`src/cpu_pkg.sv`:
```
//------------------------------
// Shared types for the instruction front end. Holds the widths, the
// operation codes, the control-bit layout and the Wishbone and
// pipeline structs. Modules import it inside their bodies.
//------------------------------
`default_nettype none

package cpu_pkg;

   localparam int addr_w    = 12;
   localparam int mem_depth = 4096;
   localparam int pcb_w     = 6;

   // Form-1 operations sit at their opcode high byte, the rest fill the gaps
   typedef enum logic [5:0] {
      op_nop = 6'h00, op_ldi_l, op_mov, op_jsra, op_ret, op_add_l, op_push, op_pop,
      op_lda_l, op_sta_l, op_ld_l, op_st_l, op_ldo_l, op_sto_l, op_cmp,
      op_inc = 6'h0f, op_dec, op_gsr, op_ssr,
      op_beq, op_bne, op_blt, op_bgt, op_bltu, op_bgtu,
      op_jsr = 6'h19, op_jmpa, op_ldi_b, op_ld_b, op_lda_b, op_st_b, op_sta_b,
      op_ldi_s, op_ld_s, op_lda_s, op_st_s, op_sta_s, op_jmp,
      op_and, op_lshr, op_ashl, op_sub_l, op_neg, op_or, op_not, op_ashr, op_xor,
      op_mul_l, op_swi, op_div_l, op_udiv_l, op_mod_l, op_umod_l, op_brk,
      op_ldo_b, op_sto_b, op_ldo_s, op_sto_s,
      op_bge = 6'h3a, op_ble, op_bgeu, op_bleu,
      op_bad = 6'h3f
   } op_e;

   typedef struct packed {
      logic reg0_we;
      logic mem_rd;
      logic reg1_we;
      logic mem_wr;
      logic uses_operand;
      logic branch;
   } pcb_t;

   // Control patterns, bit order as in pcb_t
   localparam logic [pcb_w-1:0] pcb_alu     = 6'b100000;
   localparam logic [pcb_w-1:0] pcb_reg_imm = 6'b100010;
   localparam logic [pcb_w-1:0] pcb_load    = 6'b110000;
   localparam logic [pcb_w-1:0] pcb_lda     = 6'b110010;
   localparam logic [pcb_w-1:0] pcb_store   = 6'b000100;
   localparam logic [pcb_w-1:0] pcb_sta     = 6'b000110;
   localparam logic [pcb_w-1:0] pcb_push    = 6'b100100;
   localparam logic [pcb_w-1:0] pcb_pop     = 6'b111000;
   localparam logic [pcb_w-1:0] pcb_jump    = 6'b000001;
   localparam logic [pcb_w-1:0] pcb_jmpa    = 6'b000011;
   localparam logic [pcb_w-1:0] pcb_call    = 6'b000101;
   localparam logic [pcb_w-1:0] pcb_jsra    = 6'b000111;
   localparam logic [pcb_w-1:0] pcb_ret     = 6'b010001;

   typedef struct packed {
      logic              cyc;
      logic              stb;
      logic              we;
      logic [addr_w-1:0] adr;
      logic [15:0]       dat;
   } wb_req_t;

   typedef struct packed {
      logic        ack;
      logic [15:0] dat;
   } wb_rsp_t;

   // pc is a byte address
   typedef struct packed {
      logic        valid;
      logic [15:0] opcode;
      logic [31:0] operand;
      logic [31:0] pc;
   } fetch_t;

   typedef struct packed {
      logic        valid;
      op_e         op;
      pcb_t        pcb;
      logic [3:0]  reg0_idx;
      logic [3:0]  reg1_idx;
      logic [3:0]  ri_a;
      logic [3:0]  ri_b;
      logic [31:0] operand;
      logic [9:0]  pcrel;
      logic [31:0] pc;
   } dec_t;

   // Opcodes followed by a 32-bit immediate: ldi.l, lda.l, sta.l, jmpa
   function automatic logic is_long_form(input logic [15:0] opcode);
      logic [7:0] hi;
      hi = opcode[15:8];
      return (hi == 8'h01) || (hi == 8'h08) || (hi == 8'h09) || (hi == 8'h1a);
   endfunction

endpackage

`default_nettype wire

```
`src/fetch_unit.sv`:
```
//------------------------------
// Instruction fetch. Walks the program through its own Wishbone
// master, reading the opcode and, for long-form opcodes, the two
// immediate halfwords (high half first). The finished instruction
// stays on fetch_o until decode takes it.
//------------------------------
`default_nettype none

module fetch_unit (
   input  wire                    clk_i,
   input  wire                    rst_i,
   input  wire                    run_i,
   input  wire                    stall_i,
   input  wire                    flush_i,
   input  wire [31:0]             flush_pc_i,
   output cpu_pkg::wb_req_t       wb_req_o,
   input  wire cpu_pkg::wb_rsp_t  wb_rsp_i,
   output cpu_pkg::fetch_t        fetch_o
);
   import cpu_pkg::*;

   typedef enum logic [2:0] {s_idle, s_opcode, s_op_hi, s_op_lo, s_hold} state_e;

   state_e            state_q;
   logic [addr_w-1:0] pc_q;        // halfword address of the current instruction
   logic [addr_w-1:0] redir_pc_q;
   logic              redir_pend_q;
   logic              run_q;
   logic [15:0]       opcode_q;
   logic [31:0]       operand_q;
   logic              in_access;
   logic              redirect;
   logic [addr_w-1:0] redirect_pc;
   logic [addr_w-1:0] flush_hw;
   logic [addr_w-1:0] pc_step;

   assign in_access   = (state_q == s_opcode) || (state_q == s_op_hi) ||
                        (state_q == s_op_lo);
   assign flush_hw    = flush_pc_i[addr_w:1];
   // A flush during an access takes effect once that access is acked
   assign redirect    = flush_i || redir_pend_q;
   assign redirect_pc = flush_i ? flush_hw : redir_pc_q;
   assign pc_step     = is_long_form(opcode_q) ? addr_w'(3) : addr_w'(1);

   always_comb
   begin
      wb_req_o     = '0;
      wb_req_o.cyc = in_access;
      wb_req_o.stb = in_access;
      case (state_q)
         s_op_hi: wb_req_o.adr = pc_q + addr_w'(1);
         s_op_lo: wb_req_o.adr = pc_q + addr_w'(2);
         default: wb_req_o.adr = pc_q;
      endcase
   end

   always_ff @(posedge clk_i)
   begin
      if (rst_i)
      begin
         state_q      <= s_idle;
         pc_q         <= '0;
         redir_pend_q <= 1'b0;
         run_q        <= 1'b0;
      end
      else
      begin
         run_q <= run_i;
         case (state_q)
            s_idle:
               if (run_i && !run_q)
               begin
                  pc_q    <= '0;
                  state_q <= s_opcode;
               end
            s_hold:
               if (flush_i)
               begin
                  pc_q    <= flush_hw;
                  state_q <= run_i ? s_opcode : s_idle;
               end
               else if (!stall_i)
               begin
                  pc_q    <= pc_q + pc_step;
                  state_q <= run_i ? s_opcode : s_idle;
               end
            default:
            begin
               if (flush_i)
               begin
                  redir_pend_q <= 1'b1;
                  redir_pc_q   <= flush_hw;
               end
               if (wb_rsp_i.ack)
               begin
                  redir_pend_q <= 1'b0;
                  if (!run_i)
                     state_q <= s_idle;
                  else if (redirect)
                  begin
                     pc_q    <= redirect_pc;
                     state_q <= s_opcode;
                  end
                  else if (state_q == s_opcode)
                  begin
                     opcode_q <= wb_rsp_i.dat;
                     state_q  <= is_long_form(wb_rsp_i.dat) ? s_op_hi : s_hold;
                  end
                  else if (state_q == s_op_hi)
                  begin
                     operand_q[31:16] <= wb_rsp_i.dat;
                     state_q          <= s_op_lo;
                  end
                  else
                  begin
                     operand_q[15:0] <= wb_rsp_i.dat;
                     state_q         <= s_hold;
                  end
               end
            end
         endcase
      end
   end

   assign fetch_o = '{valid:   (state_q == s_hold),
                      opcode:  opcode_q,
                      operand: operand_q,
                      pc:      {{(31 - addr_w){1'b0}}, pc_q, 1'b0}};

   a_stb_in_cyc: assert property (@(posedge clk_i) disable iff (rst_i)
      wb_req_o.stb |-> wb_req_o.cyc);

   // Request held until the slave answers, also across flush and run changes
   a_req_stable: assert property (@(posedge clk_i) disable iff (rst_i)
      wb_req_o.stb && !wb_rsp_i.ack |=> wb_req_o.stb && $stable(wb_req_o.adr));

endmodule

`default_nettype wire

```
`config.mk`:
```
export PLATFORM = sky130hd
export DESIGN_NAME = fetch_unit
export DESIGN_NICKNAME = d
export VERILOG_FILES = /design/src/cpu_pkg.sv /design/src/fetch_unit.sv
export SDC_FILE = /design/constraint.sdc
export NUM_CORES = 1
export LEC_CHECK = 0
export BUFFER_PORTS_ARGS = -buffer_cell sky130_fd_sc_hd__buf_2
export CELL_PAD_IN_SITES_DETAIL_PLACEMENT = 1
export CELL_PAD_IN_SITES_GLOBAL_PLACEMENT = 1
export CORE_ASPECT_RATIO = 0.75
export CORE_MARGIN = 3
export CORE_UTILIZATION = 39
export CTS_CLUSTER_DIAMETER = 30
export DETAILED_ROUTE_END_ITERATION = 7
export PLACE_DENSITY_LB_ADDON = 0.25
export SLEW_MARGIN = 20
export SYNTH_ARGS = -nofsm -noshare
export SYNTH_HDL_FRONTEND = slang
export SYNTH_SLANG_ARGS = --single-unit
```
`constraint.sdc`:
```
create_clock -name clk_i -period 6 [get_ports clk_i]
set_input_delay 1.2 -clock clk_i [delete_from_list [all_inputs] [get_ports clk_i]]
set_output_delay 1.2 -clock clk_i [all_outputs]
set_load 0.02 [all_outputs]
```
==> impl_metrics.csv <==
group,metric,value,unit
sta,final.setup.worst_slack,2.562,ns
synth,yosysSeqAreaShare,0.5643,
finish,num_antenna_cells,0,
synth,yosys-top-cells-count,"edfxtp_1 (60), buf_4 (39), o21ai_0 (26), nor2_1 (23), nand2_1 (19)",
clocking,post_cts_buffers,0,
clocking,clockRootBuffer,"clkbuf_16",
synth,syn_avg_cell_area,11.43,µm²
worst_setup_path,path_max_fanout,17,
synth,synth_top_area_share,0.4746,
global_routing,grt_usage,0.1803,
clocking,clk_pin_slew,0.06,ns
worst_setup_path,reg2reg_depth,8,
global_routing,use_met2,0.2880,
route,vias_per_cell,5.023,
finish,drive_gt1_frac,0.3356,
pwr,power_frac_clock,0.418,
floorplan,io_pins,166,
floorplan,die_width,119.9,µm
global_routing,top_usage_layer,"met2",
floorplan,initial_core_util,0.4094,
worst_setup_path,reg2reg_to,"pc_q[10]",
clocking,cts_num_sinks,77,
synth,synth_top_cell_by_area,"edfxtp_1",
finish,final.fill_count,1069,
synth,synth-async-reset-ratio,0,
sta,worst_pin_slew,0.9742,ns
global_routing,grt_max_degree,34,
synth,syn_area,0.003796,mm²
worst_setup_path,cp.buffers_inverters,1,
worst_setup_path,r2r-start,"opcode_q[10]",
place,pre_cts_ws,2.592,ns
sta,setup_viol,0,
route,drt-total-wl,9.925,mm
pwr,peakVddDrop,0.1504,mV
worst_setup_path,max_stage_delay,0.50,ns
global_routing,grt_antenna_before_repair,0,
clocking,clkLatencyLatePin,0.33,ns
min_path,hold_path.class,"reg -> reg",
sta,final_max_slew_viol_count,0,
run_status,outcome,"completed",
floorplan,core,0.009271,mm²
global_routing,grt_use_met1,0.2458,
finish,nets,485,
synth,ys_ff_latch,77,
global_routing,grt_pass1_wl,15.44,mm
pwr,p_per_area,286.3,mW/mm²
pwr,power_frac_seq,0.467,
clocking,cts_tree,"yes",
run,drv_cap,0,
synth,synthCells,332,
place,port_buffers,108,
synth,synth_most_common_cell,"edfxtp_1",
floorplan,dieArea,0.01097,mm²
synth,synthDistinctLibCells,54,
worst_setup_path,endpoint,"wb_req_o[27]",
clocking,cts_buffer_depth,2,
worst_setup_path,startpoint_type,"register",
sta,slew_headroom,0.3482,
pwr,swShare,0.2632,
synth,ys_warn_count,0,
floorplan,die_h,91.44,µm
sta,fmax,0.2909,GHz
global_routing,use_met3,0.04857,
place,gp_congestion,0.7500,
sta,grt_setup_unrepaired,"no",
worst_setup_path,required,4.80,ns
worst_setup_path,worstSetupPathType,"reg -> out",
sta,whs,0.5430,ns
sta,setup_tns,0,ns
worst_setup_path,critPathArrivalTime,2.24,ns
route,detail-route-antenna-nets,0,
worst_setup_path,reg2reg_slack,3.51,ns
place,place_inst,544,
pwr,switching_power,0.3425,mW
synth,yosys-top-cells-area,"edfxtp_1 (47%), dfxtp_1 (9.0%), buf_4 (7.7%)",
worst_setup_path,crit_path_frequent_cell,"nor2_1",
synth,synth_edf_count,60,
worst_setup_path,endpoint_kind,"primary output",
route,drt_iter0_markers,186,
worst_setup_path,crit_path_start,"state_q[2]",
route,num_vias,2813,
pwr,power.internal,0.9588,mW
worst_setup_path,path_depth,6,
finish,instances_no_fill,560,
finish,syn_to_final_growth,19.74,%
place,place_hpwl,7.360,mm
floorplan,fp-row-count,30,
sta,hold_viol,0,
sta,finClkSkew,0.004941,ns
worst_setup_path,slowest_stage,"dfxtp_1",
route,drc,0,
clocking,cts_hold_buf,0,
clocking,cts.repair.resized,0,
pwr,combinationalPowerShare,0.115,
clocking,htree_levels,3,
sta,finalCritPeriodShare,0.5730,
route,drt_first_pass_iters,5,
synth,ys.flop_type,"edfxtp_1",
global_routing,first_global_vias,2811,
global_routing,grt_remaining_overflow,0,
sta,layout_min_cycle_time,3.438,ns
worst_setup_path,cp_top_family,"simple AND/OR/NAND/NOR gates",
pwr,leakagePower,1.853,nW
worst_setup_path,path_cells,"nand2b_1, nor2_1, nand2_1, nor2_1, xor2_1, buf_2",
clocking,cts_made_buffers,9,
route,wl_per_cell,17.72,µm
[worst min-delay path by stage]
stage                       start            end  cells past startpoint
global placement         pc_q[11]       pc_q[11]                      2
CTS                      pc_q[11]       pc_q[11]                      2
global route        redir_pc_q[9]  redir_pc_q[9]                      1
finish                   pc_q[11]       pc_q[11]                      2
detailed placement       pc_q[11]       pc_q[11]                      2
floorplan            redir_pend_q   redir_pend_q                      2
[area by class of cell]
| cell class | instances | area (µm²) | share of cell area |
|---|---|---|---|
| Clock buffer | 9 | 225.2 | 0.04955 |
| Clock inverter | 7 | 73.82 | 0.01624 |
| Inverter | 6 | 22.52 | 0.004955 |
| Multi-Input combinational cell | 223 | 1366 | 0.3006 |
| Sequential cell | 77 | 2142 | 0.4712 |
| Tap cell | 128 | 160.2 | 0.03523 |
| Timing Repair Buffer | 110 | 555.5 | 0.1222 |
[layer usage]
layer / share of wire / vias to the layer above
li1: - / 1335
met1: 0.45 / 1357
met2: 0.47 / 119
met3: 0.073 / 2
met4: 0.0038 / 0
met5: 0 / -
[power groups by stage]
stage | registers, mW | clock network, mW | logic, mW
floorplan | 0.614 | 0 | 0.129
global placement | 0.618 | 0 | 0.144
detailed placement | 0.619 | 0 | 0.147
CTS | 0.608 | 0.556 | 0.148
global route | 0.611 | 0.580 | 0.163
finish | 0.608 | 0.544 | 0.149
[flip-flops by register name, summed over array words and instances, names as in the netlist]
signal and count:
redir_pend_q 1, pc_q 12, opcode_q 16, state_q 3, operand_q 32, run_q 1, redir_pc_q 12
[metrics by stage]
step | util | cell area, µm² | total power, mW
2_1_floorplan | - | 3931 | 0.7426
3_3_place_gp | 0.4580 | 4247 | 0.7628
3_5_place_dp | 0.4580 | 4247 | 0.7668
4_1_cts | 0.4903 | 4546 | 1.313
5_1_grt | 0.4903 | 4546 | 1.354
6_report | 0.4903 | 4546 | 1.301
[kinds of logic (layout without fill, tap and decap cells)]
group / after synthesis / count (layout) / share of synthesized area
XOR/XNOR: 11 / 11 / 0.02538
other: 1 / 37 / 0.0009878
AO/OA/AOI/OAI: 76 / 76 / 0.1365
flip-flops: 77 / 77 / 0.5643
multiplexers: 12 / 12 / 0.03494
buffers and inverters: 68 / 132 / 0.1150
adder cells (fa/ha/maj): 5 / 5 / 0.01780
AND/OR/NAND/NOR: 82 / 82 / 0.1051
[cells in the final DEF, fill, tap and decap left out, types with 2 or more instances in the layout]
cell type / Yosys / final
a32o_1: 5 / 5
nor4_1: 2 / 2
o21ai_0: 26 / 26
a21oi_1: 17 / 16
a32oi_1: 3 / 3
conb_1: 1 / 37
nand2b_1: 3 / 3
a31oi_1: 3 / 3
nor2b_1: 3 / 3
mux2_2: 10 / 10
a21o_1: 3 / 3
inv_1: 6 / 6
mux2i_1: 2 / 2
nand4_1: 3 / 3
and4_1: 2 / 2
nand3_1: 9 / 9
or3_1: 2 / 2
xnor2_1: 4 / 4
clkinv_2: 0 / 2
buf_4: 39 / 2
ha_1: 3 / 3
nor3_1: 9 / 7
nand2_1: 19 / 19
o2111ai_1: 3 / 3
a41oi_1: 2 / 2
nor2_1: 23 / 23
nor3_2: 0 / 2
xor2_1: 7 / 7
buf_2: 3 / 108
inv_6: 0 / 2
edfxtp_1: 60 / 60
dfxtp_1: 17 / 17
o31ai_1: 3 / 3
clkbuf_16: 0 / 9
[tightest hold or removal path, cell delays in order, from the launching register on]
cell and delay, ns:
dfxtp_1 0.34, o21ai_0 0.09, a21oi_1 0.06
Power figures use the tool's default switching activity.
