<file path="config.mk">
export PLATFORM = sky130hd
export DESIGN_NAME = wb_arbiter
export DESIGN_NICKNAME = d
export VERILOG_FILES = /design/src/cpu_pkg.sv /design/src/wb_arbiter.sv
export SDC_FILE = /design/constraint.sdc
export NUM_CORES = 1
export LEC_CHECK = 0
export BUFFER_PORTS_ARGS = -buffer_cell sky130_fd_sc_hd__buf_2
export CAP_MARGIN = 20
export CELL_PAD_IN_SITES_DETAIL_PLACEMENT = 1
export CELL_PAD_IN_SITES_GLOBAL_PLACEMENT = 1
export CORE_ASPECT_RATIO = 0.5
export CORE_MARGIN = 1.5
export CORE_UTILIZATION = 17
export CTS_BUF_LIST = sky130_fd_sc_hd__clkbuf_2 sky130_fd_sc_hd__clkbuf_4 sky130_fd_sc_hd__clkbuf_8
export DETAILED_ROUTE_END_ITERATION = 16
export PLACE_DENSITY_LB_ADDON = 0.1
export SKIP_LAST_GASP = 1
export SLEW_MARGIN = 10
export SYNTH_ARGS = -nofsm -noshare
export SYNTH_HDL_FRONTEND = slang
export SYNTH_SLANG_ARGS = --single-unit
export TNS_END_PERCENT = 20
</file>
<file path="constraint.sdc">
create_clock -name clk_i -period 2 [get_ports clk_i]
set_input_delay 0.1 -clock clk_i [delete_from_list [all_inputs] [get_ports clk_i]]
set_output_delay 0.1 -clock clk_i [all_outputs]
set_load 0.005 [all_outputs]
</file>
<file path="src/cpu_pkg.sv">
//------------------------------
// Shared types for the instruction front end. Holds the widths, the
// operation codes, the control-bit layout and the Wishbone and
// pipeline structs. Modules import it inside their bodies.
//------------------------------
`default_nettype none

package cpu_pkg;

   localparam int addr_w    = 12;
   localparam int mem_depth = 4096;
   localparam int pcb_w     = 6;

   // Form-1 operations sit at their opcode high byte, the rest fill the gaps
   typedef enum logic [5:0] {
      op_nop = 6'h00, op_ldi_l, op_mov, op_jsra, op_ret, op_add_l, op_push, op_pop,
      op_lda_l, op_sta_l, op_ld_l, op_st_l, op_ldo_l, op_sto_l, op_cmp,
      op_inc = 6'h0f, op_dec, op_gsr, op_ssr,
      op_beq, op_bne, op_blt, op_bgt, op_bltu, op_bgtu,
      op_jsr = 6'h19, op_jmpa, op_ldi_b, op_ld_b, op_lda_b, op_st_b, op_sta_b,
      op_ldi_s, op_ld_s, op_lda_s, op_st_s, op_sta_s, op_jmp,
      op_and, op_lshr, op_ashl, op_sub_l, op_neg, op_or, op_not, op_ashr, op_xor,
      op_mul_l, op_swi, op_div_l, op_udiv_l, op_mod_l, op_umod_l, op_brk,
      op_ldo_b, op_sto_b, op_ldo_s, op_sto_s,
      op_bge = 6'h3a, op_ble, op_bgeu, op_bleu,
      op_bad = 6'h3f
   } op_e;

   typedef struct packed {
      logic reg0_we;
      logic mem_rd;
      logic reg1_we;
      logic mem_wr;
      logic uses_operand;
      logic branch;
   } pcb_t;

   // Control patterns, bit order as in pcb_t
   localparam logic [pcb_w-1:0] pcb_alu     = 6'b100000;
   localparam logic [pcb_w-1:0] pcb_reg_imm = 6'b100010;
   localparam logic [pcb_w-1:0] pcb_load    = 6'b110000;
   localparam logic [pcb_w-1:0] pcb_lda     = 6'b110010;
   localparam logic [pcb_w-1:0] pcb_store   = 6'b000100;
   localparam logic [pcb_w-1:0] pcb_sta     = 6'b000110;
   localparam logic [pcb_w-1:0] pcb_push    = 6'b100100;
   localparam logic [pcb_w-1:0] pcb_pop     = 6'b111000;
   localparam logic [pcb_w-1:0] pcb_jump    = 6'b000001;
   localparam logic [pcb_w-1:0] pcb_jmpa    = 6'b000011;
   localparam logic [pcb_w-1:0] pcb_call    = 6'b000101;
   localparam logic [pcb_w-1:0] pcb_jsra    = 6'b000111;
   localparam logic [pcb_w-1:0] pcb_ret     = 6'b010001;

   typedef struct packed {
      logic              cyc;
      logic              stb;
      logic              we;
      logic [addr_w-1:0] adr;
      logic [15:0]       dat;
   } wb_req_t;

   typedef struct packed {
      logic        ack;
      logic [15:0] dat;
   } wb_rsp_t;

   // pc is a byte address
   typedef struct packed {
      logic        valid;
      logic [15:0] opcode;
      logic [31:0] operand;
      logic [31:0] pc;
   } fetch_t;

   typedef struct packed {
      logic        valid;
      op_e         op;
      pcb_t        pcb;
      logic [3:0]  reg0_idx;
      logic [3:0]  reg1_idx;
      logic [3:0]  ri_a;
      logic [3:0]  ri_b;
      logic [31:0] operand;
      logic [9:0]  pcrel;
      logic [31:0] pc;
   } dec_t;

   // Opcodes followed by a 32-bit immediate: ldi.l, lda.l, sta.l, jmpa
   function automatic logic is_long_form(input logic [15:0] opcode);
      logic [7:0] hi;
      hi = opcode[15:8];
      return (hi == 8'h01) || (hi == 8'h08) || (hi == 8'h09) || (hi == 8'h1a);
   endfunction

endpackage

`default_nettype wire

</file>
<file path="src/wb_arbiter.sv">
//------------------------------
// Two-master Wishbone classic arbiter. m0 is the host and wins a tie.
// A grant is taken only on an idle bus and lasts until its master
// drops cyc.
//------------------------------
`default_nettype none

module wb_arbiter (
   input  wire                    clk_i,
   input  wire                    rst_i,
   input  wire cpu_pkg::wb_req_t  m0_req_i,
   output cpu_pkg::wb_rsp_t       m0_rsp_o,
   input  wire cpu_pkg::wb_req_t  m1_req_i,
   output cpu_pkg::wb_rsp_t       m1_rsp_o,
   output cpu_pkg::wb_req_t       s_req_o,
   input  wire cpu_pkg::wb_rsp_t  s_rsp_i
);
   import cpu_pkg::*;

   typedef enum logic [1:0] {own_none, own_host, own_fetch} owner_e;

   owner_e owner_q;

   always_ff @(posedge clk_i)
   begin
      if (rst_i)
         owner_q <= own_none;
      else
         case (owner_q)
            own_none:
               if (m0_req_i.cyc)
                  owner_q <= own_host;
               else if (m1_req_i.cyc)
                  owner_q <= own_fetch;
            own_host:
               if (!m0_req_i.cyc)
                  owner_q <= own_none;
            default:
               if (!m1_req_i.cyc)
                  owner_q <= own_none;
         endcase
   end

   always_comb
   begin
      s_req_o  = '0;
      m0_rsp_o = '0;
      m1_rsp_o = '0;
      case (owner_q)
         own_host:
         begin
            s_req_o  = m0_req_i;
            m0_rsp_o = s_rsp_i;
         end
         own_fetch:
         begin
            s_req_o  = m1_req_i;
            m1_rsp_o = s_rsp_i;
         end
         default: s_req_o = '0;
      endcase
   end

   // The slave answers a cycle late, so the grant must already have been held
   a_ack_host: assert property (@(posedge clk_i) disable iff (rst_i)
      m0_rsp_o.ack |-> $past(owner_q == own_host));
   a_ack_fetch: assert property (@(posedge clk_i) disable iff (rst_i)
      m1_rsp_o.ack |-> $past(owner_q == own_fetch));

endmodule

`default_nettype wire

</file>
==> reports/qor.yml, run 1 <==
sta:
  rsz0062_at_grt: "false"
  fmax_mhz: 608
  fin_setup_tns_ns: 0
  finClkSkew_ns: 0.00188
  tightest_slew_ns: 0.306
  post-route-period-util_pct: 82.2
  slew_violations: 0
  setup_viol: 0
  whs_ns: 0.0648
  period_minus_slack_ns: 1.64
  relSlewSlack_pct: 79.6
  finalHoldViolations: 0
placement:
  place.gp.congestion: 0.706
  port_buffers: 145
  dp.cells: 334
  post-dp-hpwl_mm: 3.32
cells_and_area:
  finish.utilization_pct: 34.5
  nets: 353
  diodes: 0
  nFillCells: 662
  layout.cells.non_filler: 337
  largest_reg_flops: 2
  top_regs: "owner_q: 2 flops"
  top_register: "owner_q"
  area_growth_pct: 96.8
  layout-drive-gt1-share_pct: 57.7
logic_synthesis:
  syn_inst: 127
  syn-cell-area_um2: 861
  yosys_warnings: 0
  synth_edf_count: 0
  synth-main-ff-cell: "dfxtp_1"
  synthesis.nets: 211
  synth_fa_ha_area_share_pct: 4.36
  synth_mux_area_share_pct: 0
  synth_seq_area_share_pct: 4.65
  synth_top_area_cell: "a22oi_1"
  synth.most_common_cell: "and2_1"
  synth_area_leaders: "a22oi_1, and2_1, nor2b_1, dfxtp_1, ha_1"
  synth_compound_area_share_pct: 30.2
  syn-mean-instance-area_um2: 6.78
  synth_top_family_by_area: "simple AND/OR/NAND/NOR gates"
  ys_ff_latch: 2
  synth_common_cells: "and2_1, nor2b_1, a22oi_1"
  synth_top_area_share_pct: 26.2
  synth-simple-area-share_pct: 51.6
  synth.distinct_cells: 15
  synthXorXnorAreaFrac_pct: 0
  async_reset_ff_share_pct: 0
status:
  status: "finished clean"
pwr:
  ir_drop_mv: 0.188
  p_leak_nw: 0.951
  p_per_area_mw_per_mm2: 350
clock_network:
  cts_buffer_depth: 2
  cts_tree: "yes"
  htree_num_levels: 1
  clk_latency_ns: 0.21
  cts_root_buf: "clkbuf_8"
  cts_buffers: 3
  ctsHoldBuffers: 0
  cts.sink_count: 2
  clk_pin_slew_ns: 0.03
  post_cts_buffers: 0
  post_cts_resized: 0
critical_path:
  crit_slowest_cell: "ha_1"
  cp-end-kind: "output port"
  critPathMaxStageDelay_ns: 0.43
  crit_chain: "inv_1 -> ha_1 -> buf_12 -> nor2b_1 -> buf_2"
  worstPathMaxFanout: 25
  start_kind: "register"
  crit_type: "register to output port"
  cp.arrival_ns: 1.54
  required_ns: 1.90
route:
  drc: 0
  first_iter_violations: 67
  wire_per_inst_um: 12.0
  antenna_left: 0
  num_vias: 1422
  routed_via_density: 4.22
  wl_mm: 4.03
  firstDrtPassIters: 4
run:
  maxCapViolCount: 0
floorplanning:
  start_util_pct: 17.5
  die_h_um: 53.3
  dieArea_mm2: 0.00553
  rows: 18
  die_width_um: 104
  core_region_area_mm2: 0.00491
  ios: 146
min_path:
  holdCritPathClass: "primary input to register"
grt:
  antenna_found_initial: 0
  gr-total-overflow: 0
  grt_max_degree: 32
  grt_pass1_vias: 1158
  grt_usage_pct: 13.0
  grt_pass1_wl_mm: 5.84
[kinds of logic (layout without fill, tap and decap cells)]
family | count (synthesis) | after routing
DFF | 2 | 2
adders and majority gates | 3 | 3
AOI/OAI and AO/OA | 37 | 37
and+or+nand+nor | 70 | 70
buffers and inverters | 15 | 155
[power breakdown]
group	total, mW	internal [mW]	switching (mW)
Sequential	0.0475	0.0442	0.00330
Clock	0.156	0.127	0.0290
Combinational	0.389	0.213	0.176
Total	0.592	0.384	0.208
[cell type report]
cell class / count / area (um2) / share of cell area [%]
Clock buffer: 3 / 41.3 / 2.44
Timing Repair Buffer: 150 / 776 / 45.8
Tap cell: 70 / 87.6 / 5.17
Sequential cell: 2 / 40.0 / 2.36
Multi-Input combinational cell: 110 / 742 / 43.8
Inverter: 2 / 7.51 / 0.443
[stage by stage]
step           total power [mW]  instance area, um2  setup WS (ns)
2_1_floorplan             0.257                 861          0.788
3_3_place_gp              0.435                1650          0.594
3_5_place_dp              0.444                1650          0.554
4_1_cts                   0.607                1690          0.318
5_1_grt                   0.654                1690          0.206
6_report                  0.592                1690          0.356
[critical path: cells and delay by family (launching register included)]
| kind | cells | cell delay, ns |
|---|---|---|
| adder cells (fa/ha/maj) | 1 | 0.43 |
| buffers and inverters | 3 | 0.40 |
| flip-flops | 1 | 0.36 |
| AND/OR/NAND/NOR | 1 | 0.15 |
[worst paths after layout]
check                           startpoint  depth (start not counted)          end  slack (ns)
worst min-delay path                 rst_i                          2   owner_q[0]        0.06
worst max-delay path            owner_q[1]                          5  s_req_o[14]        0.36
worst min register to register  owner_q[0]                          2   owner_q[0]        0.50
worst max register to register  owner_q[1]                          6   owner_q[1]        0.67
[per-layer routing]
metal  vias to the layer above  track usage, %  routed length, um
met2                        58            23.7               2080
li1                        717               -                  -
met1                       647            15.8               1670
met5                         -               0                  0
met3                         0            3.08                279
met4                         0            3.01                  0
[cells in the final DEF (no fill, tap or decap), types with 2 or more instances in the layout]
master,Yosys,routed
a21oi_1,3,3
a22oi_1,30,30
and2_1,35,35
buf_2,3,145
inv_1,2,2
ha_1,3,3
buf_4,2,4
clkbuf_8,0,3
o21ai_0,2,2
nor2b_1,34,34
dfxtp_1,2,2
o21ai_1,2,2
Note: power is estimated with default switching activity, not from simulation.
==> inputs of run 2 (changes only) <==
--- a/config.mk
+++ b/config.mk
@@ -11,7 +11,7 @@
 export CELL_PAD_IN_SITES_GLOBAL_PLACEMENT = 1
 export CORE_ASPECT_RATIO = 0.5
 export CORE_MARGIN = 1.5
-export CORE_UTILIZATION = 17
+export CORE_UTILIZATION = 16
 export CTS_BUF_LIST = sky130_fd_sc_hd__clkbuf_2 sky130_fd_sc_hd__clkbuf_4 sky130_fd_sc_hd__clkbuf_8
 export DETAILED_ROUTE_END_ITERATION = 16
 export PLACE_DENSITY_LB_ADDON = 0.1
==> constraint.sdc (replaced) <==
create_clock -name clk_i -period 1.6 [get_ports clk_i]
set_input_delay 0.08 -clock clk_i [delete_from_list [all_inputs] [get_ports clk_i]]
set_output_delay 0.08 -clock clk_i [all_outputs]
set_load 0.005 [all_outputs]
==> run 2 against run 1 <==
Compared with the run above:
- worst hold slack worse by 0.023 ns
- sequential share of layout area is 0.060 points lower
- critical path depth is 1 higher
- worst setup slack worse by 0.26 ns
- count of clock-buffer cells in the layout stayed put
- register-to-register slack worse by 0.31 ns
- non-clock buffer count is 4 higher
- flip-flop and latch count stayed put
- sequential power is 33% higher
- cell count is 1.2% higher
- critical endpoint is now s_req_o[17]
- largest cell class unchanged
==> reports/qor.yml, run 2 (same netlist as run 1, synthesis figures left out) <==
critical_path:
  crit_slowest_cell: "dfxtp_2"
  cp-end-kind: "output port"
  crit_type: "register to output port"
  worstPathMaxFanout: 12
  start_kind: "register"
  crit_chain: "inv_1 -> ha_4 -> buf_4 -> a22oi_1 -> nor2b_1 -> buf_2"
  r2r-start: "owner_q[1]"
  worstRegToRegCells: 6
  cp.arrival_ns: 1.43
  critPathMaxStageDelay_ns: 0.33
  r2r_end: "owner_q[0]"
  reg2reg_slack_ns: 0.36
  required_ns: 1.52
cells_and_area:
  diodes: 0
  layout-drive-gt1-share_pct: 62.7
  top_regs: "owner_q: 2 flops"
  nets: 357
  largest_reg_flops: 2
  area_growth_pct: 115
  layout_common_cells: "buf_2, and2_1, nor2b_1"
  finish.utilization_pct: 36.6
  final_common_cell: "buf_2"
  top_register: "owner_q"
min_path:
  whs_endpoint: "owner_q[0]"
  holdCritPathClass: "primary input to register"
  hp-start: "rst_i"
  worstHoldPathCells: 2
pwr:
  p_leak_nw: 0.994
  p_per_area_mw_per_mm2: 448
  ir_drop_mv: 0.361
route:
  top_layer: "met3"
  routed-wl-met3_um: 349
  antenna_left: 0
  drc: 0
  firstDrtPassIters: 4
  wl_met2_mm: 2.17
  wl_mm: 4.31
  wire_per_inst_um: 12.6
  routed_via_density: 4.22
  m1WireLength_mm: 1.79
  num_vias: 1439
  first_iter_violations: 42
grt:
  grt_usage_pct: 12.6
  grt_pass1_vias: 1347
  grt_max_degree: 38
  antenna_found_initial: 0
  gr-total-overflow: 0
  grt_pass1_wl_mm: 5.95
floorplanning:
  dieArea_mm2: 0.00586
  start_util_pct: 17.1
  core_region_area_mm2: 0.00504
  die_h_um: 54.9
  rows: 18
  ios: 146
  die_width_um: 107
sta:
  post-route-period-util_pct: 94.2
  slew_violations: 0
  fin_ws_ns: 0.0921
  finClkSkew_ns: 0.00156
  fin_setup_tns_ns: 0
  finalHoldViolations: 0
  fmax_mhz: 663
  setup_viol: 0
  rsz0062_at_grt: "true"
  tightest_slew_ns: 0.178
  relSlewSlack_pct: 88.1
  period_minus_slack_ns: 1.51
placement:
  dpl_worst_slack_ns: 0.132
  place.gp.congestion: 0.637
  post-dp-hpwl_mm: 3.35
  port_buffers: 145
clock_network:
  cts.sink_count: 2
  htree_num_levels: 1
  cts_buffer_depth: 2
  cts_root_buf: "clkbuf_8"
  cts_buffers: 3
  cts_tree: "yes"
  clk_pin_slew_ns: 0.03
  clk_latency_ns: 0.21
  ctsHoldBuffers: 0
status:
  status: "finished clean"
run:
  maxCapViolCount: 0
## run 2: power breakdown
part	switching, mW	internal (mW)	leakage (nW)
logic	0.247	0.324	0.955
registers	0.00688	0.0564	0.0172
clock network	0.0345	0.159	0.0216
total	0.288	0.539	0.994
## run 2: critical path, delay by kind of cell (launching register included)
kind / cells / cell delay (ns)
flops: 1 / 0.33
simple gates: 1 / 0.11
fa+ha+maj: 1 / 0.21
buf+inv: 3 / 0.48
compound gates: 1 / 0.09
## run 2: metrics by stage
| step | area, um2 | power [mW] | cells | hold slack (ns) |
|---|---|---|---|---|
| after floorplan | 861 | 0.321 | 127 | 0.149 |
| after global placement | 1660 | 0.552 | 335 | 0.257 |
| after detailed placement | 1660 | 0.561 | 335 | 0.264 |
| after CTS | 1720 | 0.776 | 338 | 0.0479 |
| after global routing | 1850 | 0.903 | 341 | 0.0532 |
| final | 1850 | 0.828 | 341 | 0.0414 |
## run 2: final cells by class
class,count,area [um2]
clock buffer,3,41.3
tap,70,87.6
multi-input combinational,110,807
sequential,2,42.5
fill,664,3200
timing repair buffer,154,861
inverter,2,7.51
## run 2: worst max path at each step
| stage | cells after the start | slack [ns] | endpoint | start |
|---|---|---|---|---|
| detailed placement | 5 | 0.13 | s_req_o[28] | owner_q[1] |
| global route | 6 | -0.03 | s_req_o[16] | owner_q[0] |
| floorplan | 6 | 0.41 | s_req_o[10] | owner_q[0] |
| finish | 6 | 0.09 | s_req_o[17] | owner_q[0] |
| global placement | 5 | 0.21 | s_req_o[22] | owner_q[1] |
| CTS | 6 | 0.01 | s_req_o[28] | owner_q[0] |
## run 2: routing by layer
layer / vias up / GRT usage (%)
met1: 651 / 14.0
met5: - / 0
met2: 63 / 25.4
li1: 725 / -
met4: 0 / 2.67
met3: 0 / 2.62
## run 2: repair_timing
action | 4_1_cts | 5_1_grt
pin swaps | 0 | 1
endpoints found under the setup margin | 25 | 31
resized for setup | 5 | 15
buffers inserted | 0 | 1
gates cloned | 0 | 2
endpoints found under the hold margin | 0 | 0
