===== src/cpu_pkg.sv =====
//------------------------------
// Shared types for the instruction front end. Holds the widths, the
// operation codes, the control-bit layout and the Wishbone and
// pipeline structs. Modules import it inside their bodies.
//------------------------------
`default_nettype none

package cpu_pkg;

   localparam int addr_w    = 12;
   localparam int mem_depth = 4096;
   localparam int pcb_w     = 6;

   // Form-1 operations sit at their opcode high byte, the rest fill the gaps
   typedef enum logic [5:0] {
      op_nop = 6'h00, op_ldi_l, op_mov, op_jsra, op_ret, op_add_l, op_push, op_pop,
      op_lda_l, op_sta_l, op_ld_l, op_st_l, op_ldo_l, op_sto_l, op_cmp,
      op_inc = 6'h0f, op_dec, op_gsr, op_ssr,
      op_beq, op_bne, op_blt, op_bgt, op_bltu, op_bgtu,
      op_jsr = 6'h19, op_jmpa, op_ldi_b, op_ld_b, op_lda_b, op_st_b, op_sta_b,
      op_ldi_s, op_ld_s, op_lda_s, op_st_s, op_sta_s, op_jmp,
      op_and, op_lshr, op_ashl, op_sub_l, op_neg, op_or, op_not, op_ashr, op_xor,
      op_mul_l, op_swi, op_div_l, op_udiv_l, op_mod_l, op_umod_l, op_brk,
      op_ldo_b, op_sto_b, op_ldo_s, op_sto_s,
      op_bge = 6'h3a, op_ble, op_bgeu, op_bleu,
      op_bad = 6'h3f
   } op_e;

   typedef struct packed {
      logic reg0_we;
      logic mem_rd;
      logic reg1_we;
      logic mem_wr;
      logic uses_operand;
      logic branch;
   } pcb_t;

   // Control patterns, bit order as in pcb_t
   localparam logic [pcb_w-1:0] pcb_alu     = 6'b100000;
   localparam logic [pcb_w-1:0] pcb_reg_imm = 6'b100010;
   localparam logic [pcb_w-1:0] pcb_load    = 6'b110000;
   localparam logic [pcb_w-1:0] pcb_lda     = 6'b110010;
   localparam logic [pcb_w-1:0] pcb_store   = 6'b000100;
   localparam logic [pcb_w-1:0] pcb_sta     = 6'b000110;
   localparam logic [pcb_w-1:0] pcb_push    = 6'b100100;
   localparam logic [pcb_w-1:0] pcb_pop     = 6'b111000;
   localparam logic [pcb_w-1:0] pcb_jump    = 6'b000001;
   localparam logic [pcb_w-1:0] pcb_jmpa    = 6'b000011;
   localparam logic [pcb_w-1:0] pcb_call    = 6'b000101;
   localparam logic [pcb_w-1:0] pcb_jsra    = 6'b000111;
   localparam logic [pcb_w-1:0] pcb_ret     = 6'b010001;

   typedef struct packed {
      logic              cyc;
      logic              stb;
      logic              we;
      logic [addr_w-1:0] adr;
      logic [15:0]       dat;
   } wb_req_t;

   typedef struct packed {
      logic        ack;
      logic [15:0] dat;
   } wb_rsp_t;

   // pc is a byte address
   typedef struct packed {
      logic        valid;
      logic [15:0] opcode;
      logic [31:0] operand;
      logic [31:0] pc;
   } fetch_t;

   typedef struct packed {
      logic        valid;
      op_e         op;
      pcb_t        pcb;
      logic [3:0]  reg0_idx;
      logic [3:0]  reg1_idx;
      logic [3:0]  ri_a;
      logic [3:0]  ri_b;
      logic [31:0] operand;
      logic [9:0]  pcrel;
      logic [31:0] pc;
   } dec_t;

   // Opcodes followed by a 32-bit immediate: ldi.l, lda.l, sta.l, jmpa
   function automatic logic is_long_form(input logic [15:0] opcode);
      logic [7:0] hi;
      hi = opcode[15:8];
      return (hi == 8'h01) || (hi == 8'h08) || (hi == 8'h09) || (hi == 8'h1a);
   endfunction

endpackage

`default_nettype wire


===== src/control_rom.sv =====
//------------------------------
// Control ROM for form-1 opcodes. Maps the opcode high byte to the
// pipeline control bits; undefined bytes give all zeros.
//------------------------------
`default_nettype none

module control_rom (
   input  wire [7:0]      opcode_i,
   output cpu_pkg::pcb_t  pcb_o
);
   import cpu_pkg::*;

   always_comb
   begin
      case (opcode_i)
         8'h01:                      pcb_o = pcb_reg_imm;
         // mov, add.l, ldi.b, ldi.s
         8'h02, 8'h05, 8'h1b, 8'h20: pcb_o = pcb_alu;
         8'h26, 8'h27, 8'h28, 8'h29: pcb_o = pcb_alu;
         8'h2a, 8'h2b, 8'h2c, 8'h2d: pcb_o = pcb_alu;
         8'h2e, 8'h2f:               pcb_o = pcb_alu;
         8'h31, 8'h32, 8'h33, 8'h34: pcb_o = pcb_alu;
         8'h03:                      pcb_o = pcb_jsra;
         8'h04:                      pcb_o = pcb_ret;
         8'h06:                      pcb_o = pcb_push;
         8'h07:                      pcb_o = pcb_pop;
         8'h08:                      pcb_o = pcb_lda;
         8'h09:                      pcb_o = pcb_sta;
         // Register-indirect and offset loads
         8'h0a, 8'h0c, 8'h1c, 8'h1d: pcb_o = pcb_load;
         8'h21, 8'h22, 8'h36, 8'h38: pcb_o = pcb_load;
         8'h0b, 8'h0d, 8'h1e, 8'h1f: pcb_o = pcb_store;
         8'h23, 8'h24, 8'h37, 8'h39: pcb_o = pcb_store;
         8'h19:                      pcb_o = pcb_call;
         8'h1a:                      pcb_o = pcb_jmpa;
         8'h25, 8'h30:               pcb_o = pcb_jump;
         // nop, cmp, brk and the holes in the map
         default:                    pcb_o = '0;
      endcase
   end

endmodule

`default_nettype wire


===== src/cpu_decode.sv =====
//------------------------------
// Decode stage. Turns one fetched instruction into a dec_t one cycle
// after it is accepted. stall_i holds the output, flush_i replaces
// it with a bubble. A nop opcode also leaves a bubble.
//------------------------------
`default_nettype none

module cpu_decode (
   input  wire                    clk_i,
   input  wire                    rst_i,
   input  wire                    stall_i,
   input  wire                    flush_i,
   input  wire cpu_pkg::fetch_t   fetch_i,
   output cpu_pkg::dec_t          dec_o
);
   import cpu_pkg::*;

   pcb_t       rom_pcb;
   dec_t       dec_d;
   logic [7:0] hi;
   logic       form1;

   assign hi    = fetch_i.opcode[15:8];
   assign form1 = !hi[7];

   control_rom u_rom (
      .opcode_i (hi),
      .pcb_o    (rom_pcb)
   );

   always_comb
   begin
      dec_d          = '0;
      dec_d.op       = op_bad;
      dec_d.ri_a     = form1 ? fetch_i.opcode[7:4] : fetch_i.opcode[11:8];
      dec_d.ri_b     = fetch_i.opcode[3:0];
      dec_d.reg0_idx = dec_d.ri_a;
      dec_d.reg1_idx = dec_d.ri_b;
      dec_d.pcrel    = fetch_i.opcode[9:0];
      dec_d.pc       = fetch_i.pc;
      if (form1)
      begin
         dec_d.pcb = rom_pcb;
         // Defined form-1 bytes map straight onto op_e
         if ((hi <= 8'h0e) || ((hi >= 8'h19) && (hi <= 8'h39)))
            dec_d.op = op_e'(hi[5:0]);
         if (is_long_form(fetch_i.opcode))
            dec_d.operand = fetch_i.operand;
      end
      else if (!hi[6])
      begin
         case (hi[5:4])
            2'b00:   dec_d.op = op_inc;
            2'b01:   dec_d.op = op_dec;
            2'b10:   dec_d.op = op_gsr;
            default: dec_d.op = op_ssr;
         endcase
         if (!hi[5])
         begin
            dec_d.pcb     = pcb_reg_imm;
            dec_d.operand = {28'd0, fetch_i.opcode[3:0]};
         end
      end
      else
      begin
         // Form 3 conditional branches
         case (hi[5:2])
            4'd0:    dec_d.op = op_beq;
            4'd1:    dec_d.op = op_bne;
            4'd2:    dec_d.op = op_blt;
            4'd3:    dec_d.op = op_bgt;
            4'd4:    dec_d.op = op_bltu;
            4'd5:    dec_d.op = op_bgtu;
            4'd6:    dec_d.op = op_bge;
            4'd7:    dec_d.op = op_ble;
            4'd8:    dec_d.op = op_bgeu;
            4'd9:    dec_d.op = op_bleu;
            default: dec_d.op = op_bad;
         endcase
      end
      dec_d.valid = fetch_i.valid && (dec_d.op != op_nop);
   end

   always_ff @(posedge clk_i)
   begin
      if (rst_i || flush_i)
      begin
         dec_o.valid <= 1'b0;
         dec_o.op    <= op_nop;
      end
      else if (!stall_i)
      begin
         if (dec_d.valid)
            dec_o <= dec_d;
         else
         begin
            dec_o.valid <= 1'b0;
            dec_o.op    <= op_nop;
         end
      end
   end

   a_no_valid_nop: assert property (@(posedge clk_i) disable iff (rst_i)
      dec_o.valid |-> dec_o.op != op_nop);

endmodule

`default_nettype wire


===== config.mk =====
export PLATFORM = sky130hd
export DESIGN_NAME = cpu_decode
export DESIGN_NICKNAME = d
export VERILOG_FILES = /design/src/cpu_pkg.sv /design/src/control_rom.sv /design/src/cpu_decode.sv
export SDC_FILE = /design/constraint.sdc
export NUM_CORES = 1
export LEC_CHECK = 0
export ABC_AREA = 1
export BUFFER_PORTS_ARGS = -buffer_cell sky130_fd_sc_hd__buf_4
export CAP_MARGIN = 20
export CELL_PAD_IN_SITES_DETAIL_PLACEMENT = 0
export CELL_PAD_IN_SITES_GLOBAL_PLACEMENT = 2
export CORE_ASPECT_RATIO = 0.7
export CORE_UTILIZATION = 25
export CTS_CLUSTER_DIAMETER = 150
export DETAILED_ROUTE_END_ITERATION = 16
export GPL_TIMING_DRIVEN = 0
export PLACE_DENSITY = 0.75
export SETUP_SLACK_MARGIN = 0.15
export SLEW_MARGIN = 20
export SYNTH_ARGS = -nofsm -noshare
export SYNTH_HDL_FRONTEND = slang
export SYNTH_HIERARCHICAL = 1
export SYNTH_SLANG_ARGS = --single-unit

===== constraint.sdc =====
create_clock -name clk_i -period 3.3 [get_ports clk_i]
set_input_delay 0 -clock clk_i [delete_from_list [all_inputs] [get_ports clk_i]]
set_output_delay 0 -clock clk_i [all_outputs]
set_load 0.02 [all_outputs]

==> metrics.txt, run 1 <==
status=complete, no violations; Clock Tree Root=clkbuf_16; Synth cell types=30; routed vias=3,647; # fillers=1,603; vias in the first global route=3,545; Num CTS Buffers=9; CP Capture Type=flop; Slowest cell on crit path=dlygate4sd3_1; full die area=17,200 sq um; crit path max fanout=53; top cells by area, synth=edfxtp_1 (61%), nand2_1 (6.8%), inv_1 (5.8%); n_diodes=0; GP Congestion=0.819; Layout Skew=0 ns; final std cells w/o fill=903; global-route usage over all layers=0.141; antenna violations before repair=0; layout cells sized above 1=0.355; synthesized flop and latch total=91; P&R area growth vs syn=66.8%; data required time of the worst path=3.33 ns; Core ar.=16,300 sq um; drt first pass iters=4; WL/cell=13.5 um; MaxCap Viol Count=0; Clock Latency Late Sink=0.35 ns; CTS HTree Levels=3; Tmin final=2.42 ns; first-pass GRT wire length=18,300 um; Tcrit/Tclk final=0.734; pwr dens=398 nW/um^2; GRT overflow=0; most used cell, CP=nand2_1; leading area contributor after synthesis=edfxtp_1; largest net degree at the start of global routing=54; Cell Area, Synth=4170 sq um; Slew HR=0.606; setup total negative slack=0 ns; Port-buffer cells=187; Worst Hold Class=in -> reg; Initial DRC Count=125; Slew Limit Fails=0; clock sinks=91; Hold Violations, Final=0; Reg area=2660 sq um; Cell Chain, Critical Path=dlygate4sd3_1 > buf_4 > o21ai_1 > nand2_1 > nand2_1 > nand2_1 > nand3_2 > nand2_4 > a21oi_1 > nor2_2 > nand3_2 > nand2_1 > inv_4 > buf_16; Final setup viols=0; kind of critical path=in -> reg; CP Buf/Inv Count=4; Post-DRT Antenna Nets=0; LEAKAGE=3.09 nW; Initial Util=0.256; largest reg by FF count=dec_o; drt total wl=12,200 um; Die X=156 um; Crit path arrival time=2.45 ns; biggest regs=dec_o x91; area of the multi-input gates=1080 sq um; DRC violations left=0; Die Y=110 um; post-CTS setup buffers=0; nets=772; Mapped Nets=496; Fmax achieved=413 MHz; worst stage delay on the critical path=0.54 ns; RSZ-0062 raised after global routing=no; synthesis warning total=6; Synth Instances=397; worst slew pin tran=0.590 ns; Layout Utilization=0.427; CTS max path bufs=2; # IOs=188; Crit path max-delay family=buffers and inverters; hpwl dp=8390 um; post-synthesis sequential area ratio=0.639; Cell Count Post-Placement=810; Vias/cell=4.04; Worst VDD drop=0.231 mV; top cell type's share of synthesized area=0.605; startpoint types=primary input; CTS tree=done; Synth Area per Inst=10.5 sq um; max reg flops=91; Pwr Total=2.77 mW; FP Rows=39; clk slew on worst S/H paths=0.07 ns
-- power by group --
group	leakage, nW	internal, mW	switching [mW]
clock network	0.148	0.540	0.506
logic	2.19	0.216	0.205
registers	0.750	1.29	0.0122
-- logic make-up after synthesis --
group | after synthesis | synth area share
AND/OR/NAND/NOR | 162 | 0.165
buffers and inverters | 93 | 0.101
flip-flops | 91 | 0.639
AO/OA/AOI/OAI | 37 | 0.0528
adder cells (fa/ha/maj) | 14 | 0.0420
-- layout make-up --
cell class,instances,share of cell area
Sequential cell,91,0.383
Timing Repair Buffer,265,0.317
Multi-Input combinational cell,213,0.156
Tap cell,225,0.0405
Inverter,72,0.0392
Clock buffer,9,0.0324
Buffer,21,0.0220
Clock inverter,7,0.0106
-- synth_stat cells --
| cell type | count |
|---|---|
| o21bai_1 | 1 |
| o21ai_1 | 4 |
| nand3_2 | 2 |
| nor2_4 | 1 |
| buf_2 | 2 |
| nand2_1 | 76 |
| clkbuf_1 | 3 |
| dfxtp_1 | 7 |
| o31ai_1 | 1 |
| nor3_1 | 2 |
| o21ai_0 | 11 |
| nand4_1 | 3 |
| edfxtp_1 | 84 |
| nand2_4 | 1 |
| clkbuf_4 | 1 |
| o211ai_1 | 2 |
| nor2_2 | 3 |
| nor2_1 | 49 |
| nand3_1 | 23 |
| o211ai_2 | 1 |
| buf_6 | 3 |
| a22o_1 | 2 |
| ha_1 | 14 |
| inv_1 | 64 |
| nand2_2 | 2 |
| a32o_1 | 1 |
| buf_4 | 12 |
| inv_2 | 8 |
| o22ai_1 | 4 |
| a21oi_1 | 10 |
-- worst reg2reg max path, delay by kind of cell, from the launching register on --
kind | cells | cell delay [ns]
and+or+nand+nor | 1 | 0.06
DFF | 1 | 0.34
AOI/OAI and AO/OA | 1 | 0.12
buffers and inverters | 1 | 0.55
-- metrics by stage --
stage	hold slack, ns	setup WS (ns)	instance area, sq um
after floorplan	0.0989	0.185	4170
after global placement	0.178	-1.08	5850
after detailed placement	0.179	0.711	5880
after CTS	0.0227	0.862	6950
after global routing	0.0391	0.664	6950
final	0.0284	0.877	6950
-- worst paths after layout --
kind	depth (start not counted)	start	slack, ns	end
min reg2reg	2	dec_o[96]$_SDFFE_PP0N_	0.47	dec_o[96]$_SDFFE_PP0N_
max	14	fetch_i[73]	0.88	dec_o[74]$_DFFE_PP_
min	3	fetch_i[33]	0.03	dec_o[43]$_DFFE_PP_
max reg2reg	3	dec_o[97]$_SDFFE_PP0N_	2.18	dec_o[97]$_SDFFE_PP0N_
-- cell usage in the layout, fill, tap and decap left out, types with 2 or more instances in the layout --
cell	Yosys	final
edfxtp_1	84	84
clkbuf_16	0	9
o22ai_1	4	4
inv_6	0	2
nor2_2	3	3
o211ai_1	2	2
clkbuf_1	3	3
a22o_1	2	2
buf_6	3	3
o21ai_0	11	11
nor3_1	2	2
nand4_1	3	3
nand3_2	2	2
inv_1	64	63
buf_4	12	199
nand2_1	76	76
inv_2	8	8
o21ai_1	4	4
inv_8	0	2
nand2_2	2	2
dlygate4sd3_1	0	77
ha_1	14	14
clkinv_4	0	2
nand3_1	23	23
buf_2	2	2
a21oi_1	10	10
dfxtp_1	7	7
nor2_1	49	49
-- per-layer routing --
layer  global-route usage  part of all wire  vias to the layer above
met3               0.0469             0.070                       10
li1                     -                 -                     1834
met4               0.0434             0.013                        0
met5                    0                 0                        -
met2                0.232              0.47                      136
met1                0.176              0.45                     1667
-- timing repair --
action / in CTS / in global routing
gates resized for setup: 0 / 0
hold buffers: 77 / 0
hold endpoints to repair: 79 / 0
Power figures use the tool's default switching activity.
==> run 2: changes to the inputs <==
==> constraint.sdc (replaced) <==
create_clock -name clk_i -period 2.2 [get_ports clk_i]
set_input_delay 0 -clock clk_i [delete_from_list [all_inputs] [get_ports clk_i]]
set_output_delay 0 -clock clk_i [all_outputs]
set_load 0.02 [all_outputs]
==> run 2 against run 1 <==
Compared with the run above: critical path depth is 2 higher; cell area increased by 1.1%; clock power is 48% higher; total power is 50% higher; utilization grew 0.48 points; register-to-register slack worse by 1.1 ns; global-route usage up 0.26 points; combinational power up 53%; sequential power up 50%; critical endpoint is now dec_o[70]$_SDFFCE_PP0P_; highest routed layer unchanged.
==> metrics.txt, run 2 (synthesis results as in run 1) <==
status=complete, no violations; CTS tree=done; Vias/cell=4.08; Die X=156 um; Cell Count Post-Placement=811; Clock Tree Root=clkbuf_16; # fillers=1,564; vias in the first global route=3,643; DRC violations left=0; GRT overflow=0; Hold Violations, Final=0; CTS max path bufs=2; P&R area growth vs syn=68.7%; LEAKAGE=3.10 nW; pre-CTS WS=-0.559 ns; Layout Skew=0 ns; # IOs=188; pwr dens=590 nW/um^2; largest reg by FF count=dec_o; Slowest cell on crit path=buf_12; most frequent cells in the layout=buf_4 (201), edfxtp_1 (84), dlygate4sd3_1 (76), nand2_1 (75), inv_1 (62); Cell Chain, Critical Path=buf_4 > inv_12 > ha_4 > o21ai_1 > nand2_1 > nand3_1 > nand3_2 > nand2_4 > nand2_1 > nand2_1 > nand2_1 > nor2_2 > nand3_2 > nand2_2 > clkinvlp_4 > buf_12; GP Congestion=0.823; Tcrit/Tclk final=0.827; CTS HTree Levels=3; global-route usage over all layers=0.144; layout cells sized above 1=0.367; FP Rows=39; WL/cell=13.8 um; kind of critical path=in -> reg; Initial Util=0.256; startpoint types=primary input; Port-buffer cells=187; Pwr Total=4.15 mW; n_diodes=0; worst slew pin tran=0.538 ns; Die Y=110 um; Post-DRT Antenna Nets=0; antenna violations before repair=0; drt total wl=12,500 um; most used cell, CP=nand2_1; DP Area=5950 sq um; full die area=17,200 sq um; max reg flops=91; Worst Hold Class=in -> reg; routed vias=3,700; largest net degree at the start of global routing=38; clk slew on worst S/H paths=0.07 ns; Final setup viols=0; Fin Hold WS=0.0566 ns; final std cells w/o fill=906; nets=775; Initial DRC Count=207; setup total negative slack=0 ns; first-pass GRT wire length=18,700 um; post-route setup slack=0.380 ns; clock sinks=91; Clock Latency Late Sink=0.34 ns; Tmin final=1.82 ns; MaxCap Viol Count=0; Num CTS Buffers=9; drt first pass iters=4; final instance area=7030 sq um; Slew Limit Fails=0; Layout Utilization=0.431; hpwl dp=8820 um; worst stage delay on the critical path=0.24 ns; CP Capture Type=flop; Core ar.=16,300 sq um; most common cell after layout, fill and taps aside=buf_4; RSZ-0062 raised after global routing=no; Worst VDD drop=0.378 mV; Fmax achieved=549 MHz; biggest regs=dec_o x91; Crit path arrival time=1.91 ns; Slew HR=0.641; data required time of the worst path=2.29 ns; crit path max fanout=37
==> run 2: path summary, 6_finish.rpt <==
path	start	endpoint	slack (ns)	depth (start not counted)
max	fetch_i[74]	dec_o[70]$_SDFFCE_PP0P_	0.38	16
min	fetch_i[35]	dec_o[45]$_DFFE_PP_	0.06	3
max reg2reg	dec_o[97]$_SDFFE_PP0N_	dec_o[97]$_SDFFE_PP0N_	1.08	3
min reg2reg	dec_o[102]$_SDFFE_PP0N_	dec_o[102]$_SDFFE_PP0N_	0.46	2
==> run 2: cell type report <==
cell class / count / area [sq um] / area share
flip-flops and latches: 91 / 2660 / 0.379
clock inverters: 7 / 73.8 / 0.0105
plain buffers: 21 / 153 / 0.0217
multi-input cells: 213 / 1110 / 0.158
repair inverters: 1 / 7.51 / 0.00107
clock buffers: 9 / 225 / 0.0320
inverters: 72 / 289 / 0.0411
well taps: 225 / 282 / 0.0400
repair buffers: 267 / 2230 / 0.317
==> run 2: report_power, final <==
group | leakage, nW | internal (mW) | switching [mW]
clock | 0.148 | 0.810 | 0.738
combinational | 2.20 | 0.330 | 0.317
sequential | 0.750 | 1.93 | 0.0174
total | 3.10 | 3.07 | 1.07
==> run 2: timing repair <==
item	in CTS	in global routing
hold buffers	76	0
setup buffers	2	0
setup endpoints to repair	84	0
gates resized for setup	1	0
endpoints found under the hold margin	78	0
==> run 2: layer usage <==
metal	global-route usage	part of all wire	up-vias	wire length, um
li1	-	-	1842	-
met1	0.180	0.45	1673	5600
met3	0.0453	0.079	18	985
met5	0	0	-	0
met2	0.235	0.46	167	5700
met4	0.0497	0.016	0	197
==> run 2: worst max-delay path: cells and delay by family <==
kind / cells / cell delay (ns)
AND/OR/NAND/NOR: 10 / 0.92
buffers and inverters: 4 / 0.72
AO/OA/AOI/OAI: 1 / 0.08
adder cells (fa/ha/maj): 1 / 0.16
